<file path="config.mk">
export PLATFORM = sky130hd
export DESIGN_NAME = execute_unit
export DESIGN_NICKNAME = d
export VERILOG_FILES = /design/src/hw/isa_pkg.sv /design/src/hw/execute_unit.sv
export VERILOG_INCLUDE_DIRS = /design/src /design/src/include
export SDC_FILE = /design/constraint.sdc
export NUM_CORES = 1
export LEC_CHECK = 0
export ABC_AREA = 0
export BUFFER_PORTS_ARGS = -buffer_cell sky130_fd_sc_hd__buf_4
export CAP_MARGIN = 0
export CORE_AREA = 4 4 114 116
export DETAILED_ROUTE_END_ITERATION = 7
export DIE_AREA = 0 0 118 120
export GPL_TIMING_DRIVEN = 0
export PLACE_DENSITY_LB_ADDON = 0.2
export RECOVER_POWER = 25
export REMOVE_ABC_BUFFERS = 1
export SKIP_LAST_GASP = 1
export SLEW_MARGIN = 0
export SYNTH_ARGS = -nofsm -noshare
export SYNTH_HDL_FRONTEND = slang
export SYNTH_SLANG_ARGS = --single-unit
export TNS_END_PERCENT = 100
</file>
<file path="constraint.sdc">
create_clock -name vclk -period 4.7
set_input_delay 0.235 -clock vclk [all_inputs]
set_output_delay 0.235 -clock vclk [all_outputs]
set_load 0.005 [all_outputs]
</file>
<file path="src/include/hart_defs.svh">
`ifndef HART_DEFS_SVH
`define HART_DEFS_SVH

// Word widths
`define HART_XLEN 32
`define HART_ILEN 32

// ROM at the reset vector, RAM above it and MMIO on top
`define HART_RESET_VECTOR 32'h0001_0000
`define HART_RAM_BASE 32'h0002_0000
`define HART_MMIO_BASE 32'h0003_0000

// Depths in words
`define HART_ROM_WORDS 64
`define HART_RAM_WORDS 64

`endif

</file>
<file path="src/hw/isa_pkg.sv">
`default_nettype none

`include "hart_defs.svh"

package isa_pkg;

    typedef logic [`HART_XLEN-1:0] word_t;
    typedef logic [`HART_ILEN-1:0] instr_t;
    typedef logic [4:0] reg_index_t;

    // Major opcodes kept by this hart
    typedef enum logic [6:0] {
        OPCODE_OP      = 7'b0110011,
        OPCODE_OP_IMM  = 7'b0010011,
        OPCODE_LOAD    = 7'b0000011,
        OPCODE_STORE   = 7'b0100011,
        OPCODE_BRANCH  = 7'b1100011,
        OPCODE_JAL     = 7'b1101111,
        OPCODE_UNKNOWN = 7'b0000000
    } opcode_t;

    typedef enum logic {
        ALU_ADD,
        ALU_SUB
    } alu_op_t;

endpackage

`default_nettype wire

</file>
<file path="src/hw/execute_unit.sv">
`timescale 1ns/1ns
`default_nettype none

module execute_unit (
    input  logic              enable,
    input  isa_pkg::word_t    pc,
    input  isa_pkg::word_t    rs1_val,
    input  isa_pkg::word_t    rs2_val,
    input  isa_pkg::word_t    imm,
    input  isa_pkg::alu_op_t  alu_op,
    input  logic              uses_imm,
    input  logic              is_branch,
    input  logic              is_jal,
    output isa_pkg::word_t    result,
    output isa_pkg::word_t    jump_target,
    output logic              jump
);
    import isa_pkg::*;

    word_t operand_b;

    assign operand_b = uses_imm ? imm : rs2_val;

    // JAL links the return address
    always_comb begin
        if (is_jal) begin
            result = pc + 32'd4;
        end else if (alu_op == ALU_SUB) begin
            result = rs1_val - operand_b;
        end else begin
            result = rs1_val + operand_b;
        end
    end

    // Same target adder for BEQ and JAL
    assign jump_target = pc + imm;
    assign jump = enable && (is_jal || (is_branch && rs1_val == rs2_val));

endmodule

`default_nettype wire

</file>
==> results_dict.tcl <==
set metrics [dict create \
    outcome "complete, no violations" \
    gp_congestion 0.961 \
    grt_pass1_vias 6146 \
    grt_pass1_wl_um 31300 \
    layout_commonest_cell "buf_4" \
    final_cell_mix "buf_4 (196), xnor2_1 (81), a21oi_1 (75)" \
    peakVddDrop_uv 96.5 \
    core_um2 11900 \
    dp.cells 1158 \
    layout-drive-gt1-share_pct 22.6 \
    worst_slack_ps 210 \
    crit_chain "buf_16 -> or4_1 -> a222oi_1 -> buf_4 -> and4b_2 -> and2_4 -> nor3b_4 -> a21oi_1 -> xor2_1 -> ha_1 -> o21a_1 -> a21oi_1 -> o21ai_0 -> a31o_1 -> a2111o_1 -> o221a_2 -> buf_4" \
    syn_avg_cell_area_um2 6.87 \
    max_freq_mhz 223 \
    dp_hpwl_um 17600 \
    routed_via_density 5.92 \
    grt-ovfl-total 0 \
    hold_ws_ps 745 \
    nFillCells 1163 \
    io_pins 198 \
    cellPowerDensity_nw_per_um2 165 \
    synthToLayoutAreaGrowth_pct 28.5 \
    yosysWarnings 0 \
    dpl_worst_slack_ps -394 \
    maxCapViolCount 0 \
    worstPathArrival_ps 4250 \
    dieArea_um2 14200 \
    period_share_pct 95.5 \
    syn_area_um2 5790 \
    final_cells 1161 \
    dpl_cell_area_um2 7340 \
    row_count 40 \
    fin_total_pwr_mw 1.23 \
    path_class "input port to output port" \
    relSlewSlack_pct 56.4 \
    clkbuf_count 0 \
    hold_viol 0 \
    start_kind "input port" \
    multi_input_area_um2 5620 \
    grt_setup_unrepaired "true" \
    syn_inst 843 \
    num_antenna_cells 0 \
    regArea_um2 0 \
    first_pass_iters 5 \
    dieWidth_um 118 \
    cpPeakStageDelay_ps 550 \
    tightest_slew_ps 638 \
    routedWlPerCell_um 17.9 \
    port_buffers 198 \
    start_util_pct 48.6 \
    fin_nets 1215 \
    grt_max_degree 80 \
    cp.required_ps 4470 \
    ant_nets 0 \
    yosysUniqueCellTypes 73 \
    period_needed_ps 4490 \
    drt_iter0_markers 548 \
    drv_slew 0 \
    die_h_um 120 \
    track_usage_pct 26.7 \
    setup_viol 0 \
    cp_slowest_cell "or4_1" \
    cp_max_fo 40 \
    wl_um 20800 \
    seq_cells 0 \
    hold_path.class "input port to output port" \
    critPathCaptureType "output port" \
    synth.yosys.seq_area_share_pct 0 \
    hold_buffers 0 \
    p_leak_nw 3.32 \
    antenna_found_initial 0 \
    route.detailed.drc 0 \
    final_area_um2 7440 \
    dr_total_vias 6871 \
]
power by group:
part	switching, mW	internal, mW	total (mW)
registers	0	0	0
logic	0.635	0.593	1.23
clock network	0	0	0
total	0.635	0.593	1.23
cells in the mapped netlist (7+ instances only):
cell / count / area, µm²
xnor2_1: 81 / 709
a21oi_1: 76 / 380
nor2_1: 66 / 248
ha_1: 64 / 801
nand2_1: 60 / 225
xor2_1: 53 / 464
o21ai_0: 46 / 230
nand3_1: 28 / 140
mux2i_1: 27 / 270
a21o_1: 26 / 195
inv_1: 26 / 97.6
nor3_1: 23 / 115
clkbuf_1: 20 / 75.1
nand4_1: 19 / 119
nand2b_1: 14 / 87.6
nor2b_1: 14 / 87.6
a211oi_1: 13 / 97.6
and2_1: 13 / 81.3
o21a_1: 12 / 90.1
o21bai_1: 11 / 82.6
o31ai_1: 10 / 75.1
nor3b_1: 9 / 67.6
and3_1: 8 / 50.1
buf_2: 8 / 40.0
o21ai_1: 8 / 40.0
o32ai_1: 8 / 70.1
or3_1: 8 / 50.1
a31oi_1: 7 / 43.8
logic make-up (layout without fill, tap and decap cells):
kind of cell / count (synthesis) / after routing / synth area share, %
AO/OA/AOI/OAI: 266 / 266 / 30.1
adder cells (fa/ha/maj): 66 / 66 / 14.5
XOR/XNOR: 135 / 135 / 20.5
multiplexers: 30 / 30 / 5.25
AND/OR/NAND/NOR: 290 / 290 / 25.8
buffers and inverters: 56 / 227 / 3.80
final timing paths:
| path | startpoint | endpoint | cells past startpoint |
|---|---|---|---|
| setup / recovery | uses_imm | result[29] | 17 |
| hold / removal | enable | jump | 3 |
critical path, delay by kind of cell:
family / cells / cell delay [ps]
AO/OA/AOI/OAI: 8 / 1730
XOR/XNOR: 1 / 250
adder cells (fa/ha/maj): 1 / 350
buffers and inverters: 3 / 460
AND/OR/NAND/NOR: 4 / 1210
final cells by class:
type | instances | share of cell area, %
Multi-Input combinational cell | 787 | 75.5
Timing Repair Buffer | 201 | 20.7
Tap cell | 147 | 2.47
Inverter | 26 | 1.31
what timing repair did:
item	4_1_cts	5_1_grt
setup endpoints to repair	10	9
setup buffers	1	1
cloned	0	1
endpoints found under the hold margin	0	0
resized for setup	4	12
pin swaps	1	4
metal layers:
| metal | track usage [%] | up-vias | part of all wire (%) |
|---|---|---|---|
| li1 | - | 3490 | - |
| met1 | 40.1 | 3077 | 48 |
| met2 | 42.3 | 282 | 43 |
| met3 | 2.87 | 22 | 7.6 |
| met4 | 2.64 | 0 | 1.5 |
| met5 | 0 | - | 0 |
through the flow:
step	setup TNS, ps	util [%]
after global placement	-2080	61.6
after detailed placement	-2350	61.6
final	0	62.5
after floorplan	0	-
after CTS	0	61.8
after global routing	-71.8	62.5
(Power assumes the default switching activity.)
