===== src/include/hart_defs.svh =====
`ifndef HART_DEFS_SVH
`define HART_DEFS_SVH

// Word widths
`define HART_XLEN 32
`define HART_ILEN 32

// ROM at the reset vector, RAM above it and MMIO on top
`define HART_RESET_VECTOR 32'h0001_0000
`define HART_RAM_BASE 32'h0002_0000
`define HART_MMIO_BASE 32'h0003_0000

// Depths in words
`define HART_ROM_WORDS 64
`define HART_RAM_WORDS 64

`endif


===== src/hw/isa_pkg.sv =====
`default_nettype none

`include "hart_defs.svh"

package isa_pkg;

    typedef logic [`HART_XLEN-1:0] word_t;
    typedef logic [`HART_ILEN-1:0] instr_t;
    typedef logic [4:0] reg_index_t;

    // Major opcodes kept by this hart
    typedef enum logic [6:0] {
        OPCODE_OP      = 7'b0110011,
        OPCODE_OP_IMM  = 7'b0010011,
        OPCODE_LOAD    = 7'b0000011,
        OPCODE_STORE   = 7'b0100011,
        OPCODE_BRANCH  = 7'b1100011,
        OPCODE_JAL     = 7'b1101111,
        OPCODE_UNKNOWN = 7'b0000000
    } opcode_t;

    typedef enum logic {
        ALU_ADD,
        ALU_SUB
    } alu_op_t;

endpackage

`default_nettype wire


===== src/hw/pipe_pkg.sv =====
`default_nettype none

package pipe_pkg;

    // What the memory stage does with the computed address
    typedef enum logic [1:0] {
        MEM_NONE,
        MEM_LOAD,
        MEM_STORE
    } mem_op_t;

    typedef enum logic {
        WB_FROM_COMPUTE,
        WB_FROM_MEMORY
    } wb_source_t;

endpackage

`default_nettype wire


===== src/hw/operand_forwarder.sv =====
`timescale 1ns/1ns
`default_nettype none

module operand_forwarder (
    input  isa_pkg::reg_index_t   rs,
    input  isa_pkg::word_t        rf_value,
    input  isa_pkg::word_t        mem_stage_result,
    input  isa_pkg::word_t        wb_stage_result,
    input  isa_pkg::word_t        wb_mem_data,
    input  logic                  mem_stage_valid,
    input  logic                  mem_stage_reg_write,
    input  logic                  wb_stage_valid,
    input  logic                  wb_stage_reg_write,
    input  isa_pkg::reg_index_t   mem_stage_rd,
    input  isa_pkg::reg_index_t   wb_stage_rd,
    input  pipe_pkg::mem_op_t     mem_stage_mem_op,
    input  pipe_pkg::wb_source_t  wb_stage_source,
    output logic                  ready,
    output isa_pkg::word_t        operand
);
    import pipe_pkg::*;

    logic mem_hit, wb_hit;

    // reg_write is never set for x0, so x0 cannot hit
    assign mem_hit = mem_stage_valid && mem_stage_reg_write && (mem_stage_rd == rs);
    assign wb_hit = wb_stage_valid && wb_stage_reg_write && (wb_stage_rd == rs);

    // A load in the memory stage has no data until writeback
    assign ready = !(mem_hit && mem_stage_mem_op == MEM_LOAD);

    always_comb begin
        if (mem_hit) begin
            operand = mem_stage_result;
        end else if (wb_hit) begin
            operand = (wb_stage_source == WB_FROM_MEMORY) ? wb_mem_data : wb_stage_result;
        end else begin
            operand = rf_value;
        end
    end

endmodule

`default_nettype wire


===== config.mk =====
export PLATFORM = sky130hd
export DESIGN_NAME = operand_forwarder
export DESIGN_NICKNAME = d
export VERILOG_FILES = /design/src/hw/isa_pkg.sv /design/src/hw/pipe_pkg.sv /design/src/hw/operand_forwarder.sv
export VERILOG_INCLUDE_DIRS = /design/src /design/src/include
export SDC_FILE = /design/constraint.sdc
export NUM_CORES = 1
export LEC_CHECK = 0
export ABC_AREA = 0
export BUFFER_PORTS_ARGS = -buffer_cell sky130_fd_sc_hd__buf_2
export CELL_PAD_IN_SITES_DETAIL_PLACEMENT = 1
export CELL_PAD_IN_SITES_GLOBAL_PLACEMENT = 1
export CORE_MARGIN = 2
export CORE_UTILIZATION = 21
export DETAILED_ROUTE_END_ITERATION = 10
export GPL_TIMING_DRIVEN = 0
export PLACE_DENSITY_LB_ADDON = 0.1
export SYNTH_ARGS = -nofsm -noshare
export SYNTH_HDL_FRONTEND = slang
export SYNTH_SLANG_ARGS = --single-unit

===== constraint.sdc =====
create_clock -name vclk -period 2.1
set_clock_uncertainty 0.15 [all_clocks]
set_input_delay 0.42 -clock vclk [all_inputs]
set_output_delay 0.42 -clock vclk [all_outputs]
set_load 0.05 [all_outputs]

==> impl_metrics.py, run 1 <==
metrics = {
    "cells_and_area": {
        "drive_above_1_share_pct": 76.9,
        "seqCellArea_um2": 0,
        "num_antenna_cells": 0,
        "utilization_pct": 61.7,
        "nNetsFinal": 555,
        "nFillCells": 772,
        "clkbuf_count": 0,
        "syn_to_final_growth_pct": 181,
        "seq_cells": 0,
    },
    "grt": {
        "antenna_found_initial": 0,
        "grt_pass1_wl_um": 14600,
        "grt_pass1_vias": 2877,
        "grt_overflow": 0,
        "grt_usage_pct": 23.2,
        "grt_max_degree": 11,
    },
    "power": {
        "power_w": 0.000895,
        "p_per_area_nw_per_um2": 210,
        "p_leak_nw": 1.53,
        "ir_drop_mv": 0.124,
    },
    "setup_path": {
        "arrival_ps": 1880,
        "start_kind": "input port",
        "required_ps": 1530,
        "critPathMaxFanout": 5,
        "crit_path_end_kind": "primary output",
        "path_class": "input port to primary output",
    },
    "routing": {
        "wl_per_cell_um": 19.6,
        "drtIter0Drc": 34,
        "finalWirelength_um": 9770,
        "vias_per_cell": 5.13,
        "drc": 0,
        "postRouteAntennaNets": 0,
        "drt-pass1-iter-count": 4,
        "dr_total_vias": 2562,
    },
    "placed_design": {
        "place_worst_setup_slack_ps": -801,
        "gp_congestion": 0.706,
        "dp_hpwl_um": 6700,
        "place.port_buffers": 182,
    },
    "timing": {
        "relSlewSlack_pct": 70.4,
        "fmax_ghz": 0.409,
        "period_share_pct": 116,
        "rsz0062_at_grt": "true",
        "tns_ps": -9490,
        "fin_hold_ws_ps": 1010,
        "tightest_slew_ps": 443,
        "finalCriticalPeriod_ps": 2450,
        "setup_ws_ps": -346,
        "hold_viol": 0,
        "finalSetupViolCount": 33,
        "finalMaxSlewViolations": 0,
    },
    "worst_hold_path": {
        "min_path_type": "input port to primary output",
        "min_to": "ready",
        "min_from": "mem_stage_mem_op[0]",
        "min_delay_path_depth": 3,
    },
    "logic_synthesis": {
        "ys_top_cells_by_count": "a2111oi_0 (32), a21oi_1 (32), nand3_1 (32), nor2b_1 (32), o31ai_2 (29)",
        "yosysWarnings": 0,
        "syn_area_per_cell_um2": 7.19,
        "yosysUniqueCellTypes": 19,
        "ys_top_cells_by_area": "o31ai_2 (24%), a2111oi_0 (18%), nor2b_1 (13%)",
        "netlist_area_um2": 1520,
        "synth_fp_nets": 361,
        "yosysSeqAreaShare_pct": 0,
        "synth_top_area_cell": "o31ai_2",
        "synthDominantCellAreaShare_pct": 23.9,
        "netlist_instances": 211,
    },
    "floorplanning": {
        "die_w_um": 89.0,
        "rows": 30,
        "start_util_pct": 22.0,
        "core_um2": 6910,
        "die_h_um": 89.0,
        "die_area_um2": 7920,
        "io_pins": 183,
    },
    "flow_run": {
        "cap_violations": 0,
    },
    "status": {
        "status": "finished with violations",
        "violations": "negative setup slack",
    },
    "clock_tree": {
        "hold_buffers": 0,
    },
}
==> what timing repair did <==
item                       4_1_cts  5_1_grt
gates resized for setup        188       52
pin swaps                       47       24
setup buffers                    6        2
setup endpoints to repair       33       33
cloned                           2        3
==> placed cells by master (no fill, tap or decap), types with 2 or more instances in the layout <==
cell,netlist,layout
and2_1,3,2
a21oi_1,32,29
clkbuf_4,0,4
nor2b_1,32,32
o31ai_4,0,32
xor2_4,0,3
a21oi_2,0,2
clkbuf_8,0,5
a2111oi_4,0,30
buf_6,5,45
nand3_1,32,26
buf_4,0,6
xnor2_2,0,5
buf_12,0,8
a2111oi_2,0,2
buf_8,0,5
clkbuf_16,0,4
nand3_2,0,3
nand3_4,0,3
buf_2,3,141
clkbuf_2,3,5
==> worst max-delay path by stage <==
stage	start	end	slack, ps	cells past startpoint
after CTS	mem_stage_rd[4]	operand[20]	-350	10
final	rs[2]	operand[7]	-350	9
after detailed placement	rs[2]	operand[20]	-800	7
after global routing	rs[2]	operand[7]	-400	9
after global placement	rs[2]	operand[11]	-800	7
after floorplan	rs[2]	ready	-310	6
==> cells by family after synthesis <==
| group | count (synthesis) | synth area share, % |
|---|---|---|
| compound gates | 96 | 54.5 |
| xor+xnor | 10 | 5.78 |
| buf+inv | 32 | 10.9 |
| simple gates | 73 | 28.9 |
==> layout make-up <==
cell class	instances	area [um2]	share of cell area (%)
Multi-Input combinational cell	179	2400	56.3
Buffer	30	363	8.51
Tap cell	96	120	2.82
Timing Repair Buffer	194	1380	32.4
==> report_power, final <==
| part | total, W | switching (W) | internal [W] |
|---|---|---|---|
| clock | 0 | 0 | 0 |
| combinational | 0.000895 | 0.000494 | 0.000401 |
| sequential | 0 | 0 | 0 |
| total | 0.000895 | 0.000494 | 0.000401 |
==> per-stage QoR <==
step | cell area, um2 | cells
2_1_floorplan | 1940 | 211
3_3_place_gp | 2970 | 489
3_5_place_dp | 2970 | 489
4_1_cts | 4050 | 496
5_1_grt | 4260 | 499
6_report | 4260 | 499
==> worst max-delay path: stages <==
cell and delay, ps:
buf_12 110, xor2_4 180, nor4_4 280, buf_4 160
and2_4 210, buf_12 140, buf_12 130, o31ai_4 80
buf_6 160
==> layer usage <==
metal	track usage [%]	share of wire [%]	vias up
met4	1.76	1.2	0
li1	-	-	1224
met5	0	0	-
met1	27.5	38	1229
met3	1.85	5.5	8
met2	46.9	55	101
Power figures use the tool's default switching activity.
==> run 2: changes to the inputs <==
Settings changed: CORE_MARGIN 2 to 5.
==> run 2 against run 1 <==
The flow still finishes with violations (negative setup slack). Worst hold slack better by 6.4 ps. Via count is 4.3% higher. Power is 4.2% higher. Largest cell class unchanged.
==> impl_metrics.py, run 2 (same netlist as run 1, synthesis figures left out) <==
metrics = {
    "setup_path": {
        "slowest_stage": "nor4_4",
        "path_class": "input port to primary output",
        "crit_path_end": "operand[11]",
        "cpPeakStageDelay_ps": 250,
        "crit_buf_inv": 6,
        "setup.worst_path.start": "mem_stage_rd[4]",
        "critPathMaxFanout": 7,
        "required_ps": 1530,
        "start_kind": "input port",
        "arrival_ps": 1870,
        "crit_path_end_kind": "primary output",
        "critical-path-top-delay-family": "buffers and inverters",
        "worstPathCellList": "buf_6, xor2_2, nor4_4, buf_4, and2_4, buf_12, buf_12, buf_16, o31ai_4, buf_6",
        "cp_num_cells": 10,
    },
    "flow_run": {
        "cap_violations": 0,
    },
    "power": {
        "p_per_area_nw_per_um2": 210,
        "power_w": 0.000933,
        "p_leak_nw": 1.56,
        "ir_drop_mv": 0.0949,
    },
    "cells_and_area": {
        "clkbuf_count": 0,
        "final_common_cell": "buf_2",
        "design_area_um2": 4440,
        "multi_input_area_um2": 2510,
        "final_cell_mix": "buf_2 (138), buf_6 (46), nor2b_1 (32), o31ai_4 (32), a2111oi_4 (30)",
        "num_antenna_cells": 0,
        "utilization_pct": 62.2,
        "drive_above_1_share_pct": 82.1,
        "nFillCells": 817,
        "seqCellArea_um2": 0,
        "seq_cells": 0,
        "syn_to_final_growth_pct": 193,
        "nNetsFinal": 560,
    },
    "timing": {
        "setup_ws_ps": -342,
        "hold_viol": 0,
        "period_share_pct": 116,
        "tightest_slew_ps": 442,
        "rsz0062_at_grt": "true",
        "finalSetupViolCount": 33,
        "finalMaxSlewViolations": 0,
        "fmax_ghz": 0.409,
        "relSlewSlack_pct": 70.5,
        "finalCriticalPeriod_ps": 2440,
        "fin_hold_ws_ps": 1010,
    },
    "grt": {
        "grt_overflow": 0,
        "grt_pass1_vias": 3044,
        "grt_pass1_wl_um": 15900,
        "antenna_found_initial": 0,
        "grt_max_degree": 11,
        "grt_usage_pct": 22.3,
    },
    "routing": {
        "drt-pass1-iter-count": 4,
        "finalWirelength_um": 10700,
        "drc": 0,
        "postRouteAntennaNets": 0,
        "vias_per_cell": 5.27,
        "wl_per_cell_um": 21.2,
        "dr_total_vias": 2671,
        "drtIter0Drc": 42,
    },
    "status": {
        "violations": "negative setup slack",
        "status": "finished with violations",
    },
    "floorplanning": {
        "die_w_um": 95.0,
        "die_h_um": 95.0,
        "die_area_um2": 9020,
        "rows": 31,
        "core_um2": 7140,
        "start_util_pct": 21.2,
        "io_pins": 183,
    },
    "placed_design": {
        "placedInstanceArea_um2": 2980,
        "dp_hpwl_um": 7020,
        "place.port_buffers": 182,
        "gp_congestion": 0.712,
        "place_worst_setup_slack_ps": -804,
    },
    "worst_hold_path": {
        "min_path_type": "input port to primary output",
    },
}
run 2: cell count changes in the layout (fill, tap and decap cells not counted), sizes merged:
cell	delta
buf	-1
clkbuf	+6
run 2: cell type report:
cell class | instances | area share (%)
plain buffers | 31 | 9.04
multi-input cells | 179 | 56.5
well taps | 99 | 2.79
repair buffers | 198 | 31.7
run 2: through the flow:
step	cells	setup TNS [ps]
after CTS	504	-9180
after detailed placement	492	-24780
after global routing	507	-11540
after floorplan	211	-7850
after global placement	492	-24400
final	507	-9150
run 2: how the worst min path moves through the flow:
stage,from,end,slack (ps),cells after the start
floorplan,mem_stage_result[0],operand[0],940,2
global placement,mem_stage_mem_op[0],ready,1030,3
detailed placement,mem_stage_mem_op[0],ready,1040,3
CTS,mem_stage_mem_op[0],ready,1010,3
global route,mem_stage_mem_op[0],ready,1020,3
finish,mem_stage_mem_op[0],ready,1010,3
run 2: metal layers:
layer | wire [um] | global-route usage (%) | vias up
met2 | 5850 | 42.2 | 117
met4 | 244 | 3.73 | 0
met3 | 822 | 4.78 | 20
met5 | 0 | 0 | -
li1 | - | - | 1237
met1 | 3820 | 25.9 | 1297
run 2: report_power, final:
| group | total (W) | leakage (nW) | switching, W | internal, W |
|---|---|---|---|---|
| clock network | 0 | 0 | 0 | 0 |
| registers | 0 | 0 | 0 | 0 |
| logic | 0.000933 | 1.56 | 0.000517 | 0.000416 |
run 2: timing repair:
action,4_1_cts,5_1_grt
cloned,5,1
setup endpoints to repair,33,33
pin swaps,59,2
hold buffers,0,0
buffers inserted,8,2
endpoints found under the hold margin,0,0
resized for setup,239,15
