`src/include/hart_defs.svh`:
```
`ifndef HART_DEFS_SVH
`define HART_DEFS_SVH

// Word widths
`define HART_XLEN 32
`define HART_ILEN 32

// ROM at the reset vector, RAM above it and MMIO on top
`define HART_RESET_VECTOR 32'h0001_0000
`define HART_RAM_BASE 32'h0002_0000
`define HART_MMIO_BASE 32'h0003_0000

// Depths in words
`define HART_ROM_WORDS 64
`define HART_RAM_WORDS 64

`endif

```
`src/hw/isa_pkg.sv`:
```
`default_nettype none

`include "hart_defs.svh"

package isa_pkg;

    typedef logic [`HART_XLEN-1:0] word_t;
    typedef logic [`HART_ILEN-1:0] instr_t;
    typedef logic [4:0] reg_index_t;

    // Major opcodes kept by this hart
    typedef enum logic [6:0] {
        OPCODE_OP      = 7'b0110011,
        OPCODE_OP_IMM  = 7'b0010011,
        OPCODE_LOAD    = 7'b0000011,
        OPCODE_STORE   = 7'b0100011,
        OPCODE_BRANCH  = 7'b1100011,
        OPCODE_JAL     = 7'b1101111,
        OPCODE_UNKNOWN = 7'b0000000
    } opcode_t;

    typedef enum logic {
        ALU_ADD,
        ALU_SUB
    } alu_op_t;

endpackage

`default_nettype wire

```
`src/hw/pipe_pkg.sv`:
```
`default_nettype none

package pipe_pkg;

    // What the memory stage does with the computed address
    typedef enum logic [1:0] {
        MEM_NONE,
        MEM_LOAD,
        MEM_STORE
    } mem_op_t;

    typedef enum logic {
        WB_FROM_COMPUTE,
        WB_FROM_MEMORY
    } wb_source_t;

endpackage

`default_nettype wire

```
`src/hw/instruction_decoder.sv`:
```
`timescale 1ns/1ns
`default_nettype none

module instruction_decoder (
    input  isa_pkg::instr_t       instr_bits,
    output logic                  legal,
    output logic                  reg_write,
    output logic                  uses_imm,
    output logic                  is_branch,
    output logic                  is_jal,
    output isa_pkg::reg_index_t   rs1,
    output isa_pkg::reg_index_t   rs2,
    output isa_pkg::reg_index_t   rd,
    output isa_pkg::word_t        imm,
    output isa_pkg::alu_op_t      alu_op,
    output pipe_pkg::mem_op_t     mem_op,
    output pipe_pkg::wb_source_t  wb_source
);
    import isa_pkg::*;
    import pipe_pkg::*;

    opcode_t opcode;
    logic [2:0] funct3;
    logic [6:0] funct7;
    logic writes_rd;
    word_t imm_i, imm_s, imm_b, imm_j;

    assign funct3 = instr_bits[14:12];
    assign funct7 = instr_bits[31:25];
    assign rd = instr_bits[11:7];

    assign imm_i = {{20{instr_bits[31]}}, instr_bits[31:20]};
    assign imm_s = {{20{instr_bits[31]}}, instr_bits[31:25], instr_bits[11:7]};
    assign imm_b = {{19{instr_bits[31]}}, instr_bits[31], instr_bits[7],
                    instr_bits[30:25], instr_bits[11:8], 1'b0};
    assign imm_j = {{11{instr_bits[31]}}, instr_bits[31], instr_bits[19:12],
                    instr_bits[20], instr_bits[30:21], 1'b0};

    // Writes to x0 are dropped here so no later stage sees them
    assign reg_write = legal && writes_rd && (rd != '0);

    always_comb begin
        case (instr_bits[6:0])
            OPCODE_OP, OPCODE_OP_IMM, OPCODE_LOAD, OPCODE_STORE, OPCODE_BRANCH, OPCODE_JAL:
                opcode = opcode_t'(instr_bits[6:0]);
            default:
                opcode = OPCODE_UNKNOWN;
        endcase
    end

    // Unused source fields stay at x0 so they never match a writer
    always_comb begin
        legal = 1'b0;
        writes_rd = 1'b0;
        uses_imm = 1'b0;
        is_branch = 1'b0;
        is_jal = 1'b0;
        rs1 = '0;
        rs2 = '0;
        imm = '0;
        alu_op = ALU_ADD;
        mem_op = MEM_NONE;
        wb_source = WB_FROM_COMPUTE;
        case (opcode)
            OPCODE_OP: begin
                legal = (funct3 == 3'b000) && (funct7 == 7'h00 || funct7 == 7'h20);
                writes_rd = 1'b1;
                rs1 = instr_bits[19:15];
                rs2 = instr_bits[24:20];
                alu_op = funct7[5] ? ALU_SUB : ALU_ADD;
            end
            OPCODE_OP_IMM: begin
                legal = (funct3 == 3'b000);
                writes_rd = 1'b1;
                rs1 = instr_bits[19:15];
                uses_imm = 1'b1;
                imm = imm_i;
            end
            OPCODE_LOAD: begin
                legal = (funct3 == 3'b010);
                writes_rd = 1'b1;
                rs1 = instr_bits[19:15];
                uses_imm = 1'b1;
                imm = imm_i;
                mem_op = MEM_LOAD;
                wb_source = WB_FROM_MEMORY;
            end
            OPCODE_STORE: begin
                legal = (funct3 == 3'b010);
                rs1 = instr_bits[19:15];
                rs2 = instr_bits[24:20];
                uses_imm = 1'b1;
                imm = imm_s;
                mem_op = MEM_STORE;
            end
            OPCODE_BRANCH: begin
                // BEQ only
                legal = (funct3 == 3'b000);
                rs1 = instr_bits[19:15];
                rs2 = instr_bits[24:20];
                is_branch = 1'b1;
                imm = imm_b;
            end
            OPCODE_JAL: begin
                legal = 1'b1;
                writes_rd = 1'b1;
                is_jal = 1'b1;
                imm = imm_j;
            end
            default: begin
                legal = 1'b0;
            end
        endcase
    end

endmodule

`default_nettype wire

```
`config.mk`:
```
export PLATFORM = sky130hd
export DESIGN_NAME = instruction_decoder
export DESIGN_NICKNAME = d
export VERILOG_FILES = /design/src/hw/isa_pkg.sv /design/src/hw/pipe_pkg.sv /design/src/hw/instruction_decoder.sv
export VERILOG_INCLUDE_DIRS = /design/src /design/src/include
export SDC_FILE = /design/constraint.sdc
export NUM_CORES = 1
export LEC_CHECK = 0
export ABC_CLOCK_PERIOD_IN_PS = 2620
export BUFFER_PORTS_ARGS = -buffer_cell sky130_fd_sc_hd__buf_4
export CAP_MARGIN = 10
export CORE_ASPECT_RATIO = 1.25
export CORE_MARGIN = 10
export CORE_UTILIZATION = 36
export DETAILED_ROUTE_END_ITERATION = 16
export MAX_ROUTING_LAYER = met4
export PLACE_DENSITY = 0.91
export SYNTH_ARGS = -nofsm -noshare
export SYNTH_HDL_FRONTEND = slang
export SYNTH_SLANG_ARGS = --single-unit
```
`constraint.sdc`:
```
create_clock -name vclk -period 2.62
set_input_delay 0 -clock vclk [all_inputs]
set_output_delay 0 -clock vclk [all_outputs]
set_load 0.05 [all_outputs]
```
==> flow_summary.yaml, run 1 <==
layout:
  drive_gt1_share_pct: 60.00
  area_growth_pct: 77.68
  antennaDiodeCount: 0
  fin_nets: 194
  seq_cells: 0
  regArea_um2: 0
  final_common_cell: "buf_4"
  nFillCells: 154
  layoutNonFillerInstCount: 179
  clkbuf_count: 0
  mostFrequentLayoutCells: "buf_4, and2_1, a21o_1"
job:
  cap_viol_max_count: 0
grt:
  grt_overflow: 0
  grt_pass1_wl_um: 4719
  grt_pass1_vias: 998
  globalRouteTotalUtil_pct: 14.48
  grt_max_degree: 14
  antenna_found_initial: 0
logic_synthesis:
  yosysWarnings: 0
  yosys.area_share.xor_xnor_pct: 0
  synthMuxAreaShare_pct: 0
  synthTopCellsByArea: "buf_4, and2_1, a21o_1"
  synth_top_family_by_area: "simple AND/OR/NAND/NOR gates"
  netlist_instances: 93
  synth_adder_area_share_pct: 0
  yosys.area.top_type: "buf_4"
  yosysSeqAreaShare_pct: 0
  synth_cell_types: 35
  syn_area_per_cell_um2: 7.292
  yosys.area_share.simple_pct: 46.13
  synth_nets: 125
  syn_area_um2: 678.2
  synth_top_area_share_pct: 17.71
  synth-compound-area-share_pct: 30.07
power:
  power_density_mw_per_mm2: 123.8
  ir_drop_uv: 71.64
  power_leakage_nw: 0.7132
route:
  dr.pass1.iters: 4
  wl_um: 3138
  ant_nets: 0
  wl_per_cell_um: 17.53
  drc: 0
  routed_via_density: 5.156
  num_vias: 923
  dr.first_iter.drc_count: 7
placed_design:
  routabilityCongestion: 0.8101
  placedCellCount: 179
  port_buffers: 88
  dpl.hpwl_um: 2786
  place_ws_ns: 0.9682
sta:
  hold_ws_ns: 0.2808
  fin_tns_setup_ns: 0
  slew_violations: 0
  max_freq_ghz: 0.5950
  worst_pin_slew_ns: 0.7596
  maxSlewHeadroom_pct: 49.13
  layout_setup_ws_ns: 0.9394
  setup_violations: 0
  finalHoldViolations: 0
  period_share_pct: 64.15
  rsz0062_at_grt: "false"
  fin_crit_ns: 1.681
critical_path:
  cp_slowest_cell: "nor3b_2"
  end_kind: "primary output"
  path_common_cell: "buf_4"
  path_class: "primary input to primary output"
  path_cells: "buf_4 -> nand2b_1 -> nor3b_2 -> o21bai_4 -> a22o_1 -> buf_4"
  max_stage_delay_ns: 0.66
  cp.required_ns: 2.62
  critical_path_arrival_ns: 1.68
  start_kind: "primary input"
  path_max_fanout: 13
die:
  coreArea_mm2: 0.001787
  die_h_um: 68.53
  die_area_mm2: 0.004031
  ioPinCount: 88
  die_w_um: 58.82
  start_util_pct: 37.96
  num_rows: 17
clocking:
  cts_setup_buffers: 0
  post_cts_resized: 0
  holdBufCountCts: 0
worst_hold_path:
  hold_depth: 2
  hp-class: "primary input to primary output"
outcome:
  status: "complete, no violations"
==> path summary, 6_finish.rpt <==
path | startpoint | to | slack (ns)
worst max-delay path | instr_bits[4] | imm[4] | 0.94
worst min-delay path | instr_bits[10] | rd[3] | 0.28
==> stage by stage <==
| step | util (%) | area (µm²) | total power [mW] |
|---|---|---|---|
| finish | 67.44 | 1205 | 0.1491 |
| global route | 67.44 | 1205 | 0.1584 |
| CTS | 67.44 | 1205 | 0.1502 |
| detailed placement | 67.44 | 1205 | 0.1498 |
| global placement | 67.44 | 1205 | 0.1474 |
| floorplan | - | 678.2 | 0.08859 |
==> power breakdown <==
part | total (mW) | internal (mW) | switching [mW]
Sequential | 0 | 0 | 0
Clock | 0 | 0 | 0
Combinational | 0.149 | 0.0604 | 0.0888
Total | 0.149 | 0.0604 | 0.0888
==> cells by family (layout without fill, tap and decap cells) <==
| group | Yosys count | in the layout |
|---|---|---|
| AND/OR/NAND/NOR | 47 | 47 |
| AO/OA/AOI/OAI | 24 | 24 |
| buffers and inverters | 22 | 89 |
==> cell type report <==
| class | count | area [µm²] | share of cell area (%) |
|---|---|---|---|
| inverters | 1 | 3.754 | 0.3115 |
| multi-input cells | 71 | 516.7 | 42.89 |
| well taps | 19 | 23.77 | 1.973 |
| repair buffers | 88 | 660.6 | 54.83 |
==> layer usage <==
layer / up-vias / track usage (%) / share of wire, % / routed length [µm]
met5: - / - / 0 / 0
met4: 0 / 0.2874 / 0 / 0
met3: 0 / 4.205 / 9.7 / 305
met2: 55 / 25.66 / 50 / 1582
met1: 416 / 16.63 / 40 / 1250
li1: 452 / - / - / -
==> critical path, delay by kind of cell <==
family          cells  cell delay [ns]
compound gates      2             0.45
buf+inv             2             0.35
simple gates        2             0.88
==> Yosys cell counts, drive strengths merged <==
cell / count
buf: 21
and3b: 1
and3: 1
or4b: 1
nand2b: 1
nand3: 1
and2b: 1
nor2: 7
nor4: 3
nor3b: 2
a22o: 4
a221o: 1
o221a: 1
nand4bb: 1
a211o: 2
a22oi: 1
or4: 1
a211oi: 2
o21bai: 1
or2: 1
a21oi: 3
and2: 18
o21ai: 1
a21o: 8
inv: 1
nor4b: 1
nor3: 3
nand2: 4
Note: power is estimated with default switching activity, not from simulation.
==> run 2: changes to the inputs <==
--- a/config.mk
+++ b/config.mk
@@ -6,15 +6,15 @@
 export SDC_FILE = /design/constraint.sdc
 export NUM_CORES = 1
 export LEC_CHECK = 0
-export ABC_CLOCK_PERIOD_IN_PS = 2620
+export ABC_CLOCK_PERIOD_IN_PS = 1500
 export BUFFER_PORTS_ARGS = -buffer_cell sky130_fd_sc_hd__buf_4
 export CAP_MARGIN = 10
 export CORE_ASPECT_RATIO = 1.25
 export CORE_MARGIN = 10
-export CORE_UTILIZATION = 36
+export CORE_UTILIZATION = 30
 export DETAILED_ROUTE_END_ITERATION = 16
 export MAX_ROUTING_LAYER = met4
-export PLACE_DENSITY = 0.91
+export PLACE_DENSITY = 0.81
 export SYNTH_ARGS = -nofsm -noshare
 export SYNTH_HDL_FRONTEND = slang
 export SYNTH_SLANG_ARGS = --single-unit
==> constraint.sdc (replaced) <==
create_clock -name vclk -period 1.5
set_input_delay 0 -clock vclk [all_inputs]
set_output_delay 0 -clock vclk [all_outputs]
set_load 0.05 [all_outputs]
==> flow_summary.yaml, run 2 (synthesis results as in run 1) <==
layout:
  finish.utilization_pct: 56.98
  mostFrequentLayoutCells: "buf_4, and2_1, a21o_1"
  drive_gt1_share_pct: 61.96
  seq_cells: 0
  antennaDiodeCount: 0
  area_growth_pct: 83.76
  layoutNonFillerInstCount: 194
  final_common_cell: "buf_4"
  fin_nets: 197
  nFillCells: 218
  regArea_um2: 0
  clkbuf_count: 0
sta:
  max_freq_ghz: 0.7434
  maxSlewHeadroom_pct: 63.31
  finalHoldViolations: 0
  period_share_pct: 89.68
  layout_setup_ws_ns: 0.1549
  slew_violations: 0
  rsz0062_at_grt: "false"
  fin_crit_ns: 1.345
  fin_tns_setup_ns: 0
  worst_pin_slew_ns: 0.5493
  setup_violations: 0
grt:
  grt_max_degree: 13
  grt_pass1_vias: 1000
  globalRouteTotalUtil_pct: 12.33
  grt_pass1_wl_um: 4705
  grt_overflow: 0
  antenna_found_initial: 0
power:
  power_density_mw_per_mm2: 211.3
  ir_drop_uv: 109.4
  power_leakage_nw: 0.7314
placed_design:
  dpl.hpwl_um: 2773
  port_buffers: 88
  routabilityCongestion: 0.7219
  place_ws_ns: 0.1546
  placedCellCount: 194
critical_path:
  start_kind: "primary input"
  end_kind: "primary output"
  path_class: "primary input to primary output"
  cp.required_ns: 1.50
  critical_path_arrival_ns: 1.35
  startpoint: "instr_bits[3]"
  path_max_fanout: 9
die:
  die_area_mm2: 0.004574
  ioPinCount: 88
  die_h_um: 73.16
  die_w_um: 62.53
  start_util_pct: 31.01
  num_rows: 19
  coreArea_mm2: 0.002187
job:
  cap_viol_max_count: 0
route:
  ant_nets: 0
  wl_um: 3084
  dr.first_iter.drc_count: 19
  dr.pass1.iters: 4
  num_vias: 933
  wl_per_cell_um: 15.90
  routed_via_density: 4.809
  drc: 0
worst_hold_path:
  hold_start: "instr_bits[9]"
  hp-class: "primary input to primary output"
outcome:
  status: "complete, no violations"
clocking:
  holdBufCountCts: 0
[run 2: cell types whose count changed in the layout (fill, tap and decap cells not counted), sizes merged]
cell	before	now
buf	88	91
[run 2: layout make-up]
class                      instances  area [µm²]  share of cell area (%)
tap                               31       38.79                   3.112
timing repair buffer              91       683.2                   54.82
inverter                           1       3.754                  0.3012
multi-input combinational         71       520.5                   41.77
[run 2: worst max-delay path: stages]
cell	delay [ns]
buf_4	0.13
nand4bb_4	0.27
or2_1	0.38
o21bai_4	0.21
a22o_1	0.17
buf_4	0.19
[run 2: path summary, 6_finish.rpt]
kind | cells after the start | slack (ns) | endpoint
setup / recovery | 6 | 0.15 | imm[1]
hold / removal | 2 | 0.28 | rd[2]
[run 2: stage by stage]
step                cell area [µm²]  power (mW)  hold WS, ns
floorplan                     680.7      0.1549       0.1671
global placement               1245      0.2590       0.2763
detailed placement             1245      0.2637       0.2790
CTS                            1245      0.2643       0.2783
global route                   1246      0.2786       0.2844
finish                         1246      0.2633       0.2774
[run 2: routing by layer]
metal | track usage, % | up-vias | share of wire [%]
li1 | - | 458 | -
met1 | 14.53 | 425 | 43
met2 | 22.60 | 50 | 52
met3 | 1.997 | 0 | 5.6
met4 | 0.2488 | 0 | 0
met5 | - | - | 0
[run 2: timing repair]
action | 4_1_cts | 5_1_grt
setup endpoints to repair | 0 | 12
buffers inserted | 0 | 0
resized for setup | 0 | 1
[run 2: where the power goes]
group          leakage (nW)  internal [mW]  switching, mW  total (mW)
registers                 0              0              0           0
logic                 0.731          0.107          0.156       0.263
clock network             0              0              0           0
==> run 3: changes to the inputs <==
--- a/config.mk
+++ b/config.mk
@@ -7,14 +7,13 @@
 export NUM_CORES = 1
 export LEC_CHECK = 0
 export ABC_CLOCK_PERIOD_IN_PS = 1500
-export BUFFER_PORTS_ARGS = -buffer_cell sky130_fd_sc_hd__buf_4
 export CAP_MARGIN = 10
-export CORE_ASPECT_RATIO = 1.25
-export CORE_MARGIN = 10
-export CORE_UTILIZATION = 30
+export CORE_AREA = 10 10 47 49
 export DETAILED_ROUTE_END_ITERATION = 16
+export DIE_AREA = 0 0 57 59
+export DONT_BUFFER_PORTS = 1
 export MAX_ROUTING_LAYER = met4
-export PLACE_DENSITY = 0.81
+export PLACE_DENSITY = 0.7
 export SYNTH_ARGS = -nofsm -noshare
 export SYNTH_HDL_FRONTEND = slang
 export SYNTH_SLANG_ARGS = --single-unit
==> flow_summary.yaml, run 3 (synthesis results as in run 1) <==
outcome:
  status: "complete, no violations"
sta:
  slew_violations: 0
  fin_crit_ns: 1.198
  setup_violations: 0
  period_share_pct: 79.89
  rsz0062_at_grt: "false"
  layout_setup_ws_ns: 0.3017
  max_freq_ghz: 0.8345
  finalHoldViolations: 0
  worst_pin_slew_ns: 0.5588
  maxSlewHeadroom_pct: 62.68
power:
  power_leakage_nw: 0.4838
  finalPower_mw: 0.1415
  power_density_mw_per_mm2: 140.9
  ir_drop_uv: 80.40
worst_hold_path:
  hp-class: "primary input to primary output"
layout:
  final_cell_area_mm2: 0.001005
  fin_nets: 138
  clkbuf_count: 0
  finish.utilization_pct: 71.70
  final_common_cell: "and2_1"
  area_growth_pct: 48.15
  layoutNonFillerInstCount: 120
  seq_cells: 0
  drive_gt1_share_pct: 40.38
  regArea_um2: 0
  mostFrequentLayoutCells: "and2_1, buf_12, buf_4"
  antennaDiodeCount: 0
critical_path:
  cp_slowest_cell: "or2_1"
  cp_top_family: "simple AND/OR/NAND/NOR gates"
  cp.required_ns: 1.50
  end_kind: "primary output"
  path_class: "primary input to primary output"
  start_kind: "primary input"
  critical_path_arrival_ns: 1.20
  cp_num_buf_inv: 1
  path_cells: "nand4bb_4 -> or2_1 -> o21bai_4 -> a22o_1 -> buf_12"
  max_stage_delay_ns: 0.37
  path_max_fanout: 9
placed_design:
  place_area_mm2: 0.001005
  dpl.hpwl_um: 2454
  routabilityCongestion: 0.8094
  placedCellCount: 120
  port_buffers: 0
  place_ws_ns: 0.3160
die:
  ioPinCount: 88
  start_util_pct: 48.39
  num_rows: 14
  coreArea_mm2: 0.001401
  die_h_um: 59
  die_w_um: 57
  die_area_mm2: 0.003363
grt:
  grt_pass1_vias: 733
  grt_overflow: 0
  grt_max_degree: 14
  globalRouteTotalUtil_pct: 13.78
  antenna_found_initial: 0
  grt_pass1_wl_um: 3822
route:
  dr.pass1.iters: 4
  routed_via_density: 6.225
  drc: 0
  num_vias: 747
  wl_um: 2763
  dr.first_iter.drc_count: 15
  wl_per_cell_um: 23.03
  ant_nets: 0
clocking:
  post_cts_resized: 0
  holdBufCountCts: 0
  cts_setup_buffers: 0
job:
  cap_viol_max_count: 0
[run 3: changes by cell type in the layout (fill, tap and decap cells not counted)]
cell,previous run,this run
buf_4,91,15
buf_16,0,1
buf_12,0,16
[run 3: final timing paths]
path / from / slack [ns] / cells past startpoint / end
max: instr_bits[3] / 0.30 / 5 / imm[3]
min: instr_bits[9] / 0.0001 / 0 / rd[2]
[run 3: metal layers]
metal,GRT usage (%),vias up,part of all wire (%)
met5,-,-,0
met4,0.6711,0,0.11
met3,3.863,2,9.6
met2,27.13,49,57
met1,13.68,350,33
li1,-,346,-
[run 3: cell type report]
cell class / count / area, µm²
fillers: 107 / 396.6
inverters: 1 / 3.754
multi-input cells: 71 / 520.5
well taps: 16 / 20.02
repair buffers: 32 / 460.4
[run 3: through the flow]
| step | TNS, ns | hold slack, ns |
|---|---|---|
| floorplan | -0.3338 | 0.1671 |
| global placement | 0 | 0.0003622 |
| detailed placement | 0 | 0.0003695 |
| CTS | 0 | 0.0003700 |
| global route | 0 | 0.0005378 |
| finish | 0 | 0.0001139 |
[run 3: power breakdown]
part / total, mW / switching, mW / internal, mW
Clock: 0 / 0 / 0
Sequential: 0 / 0 / 0
Combinational: 0.142 / 0.0899 / 0.0517
Total: 0.142 / 0.0899 / 0.0517
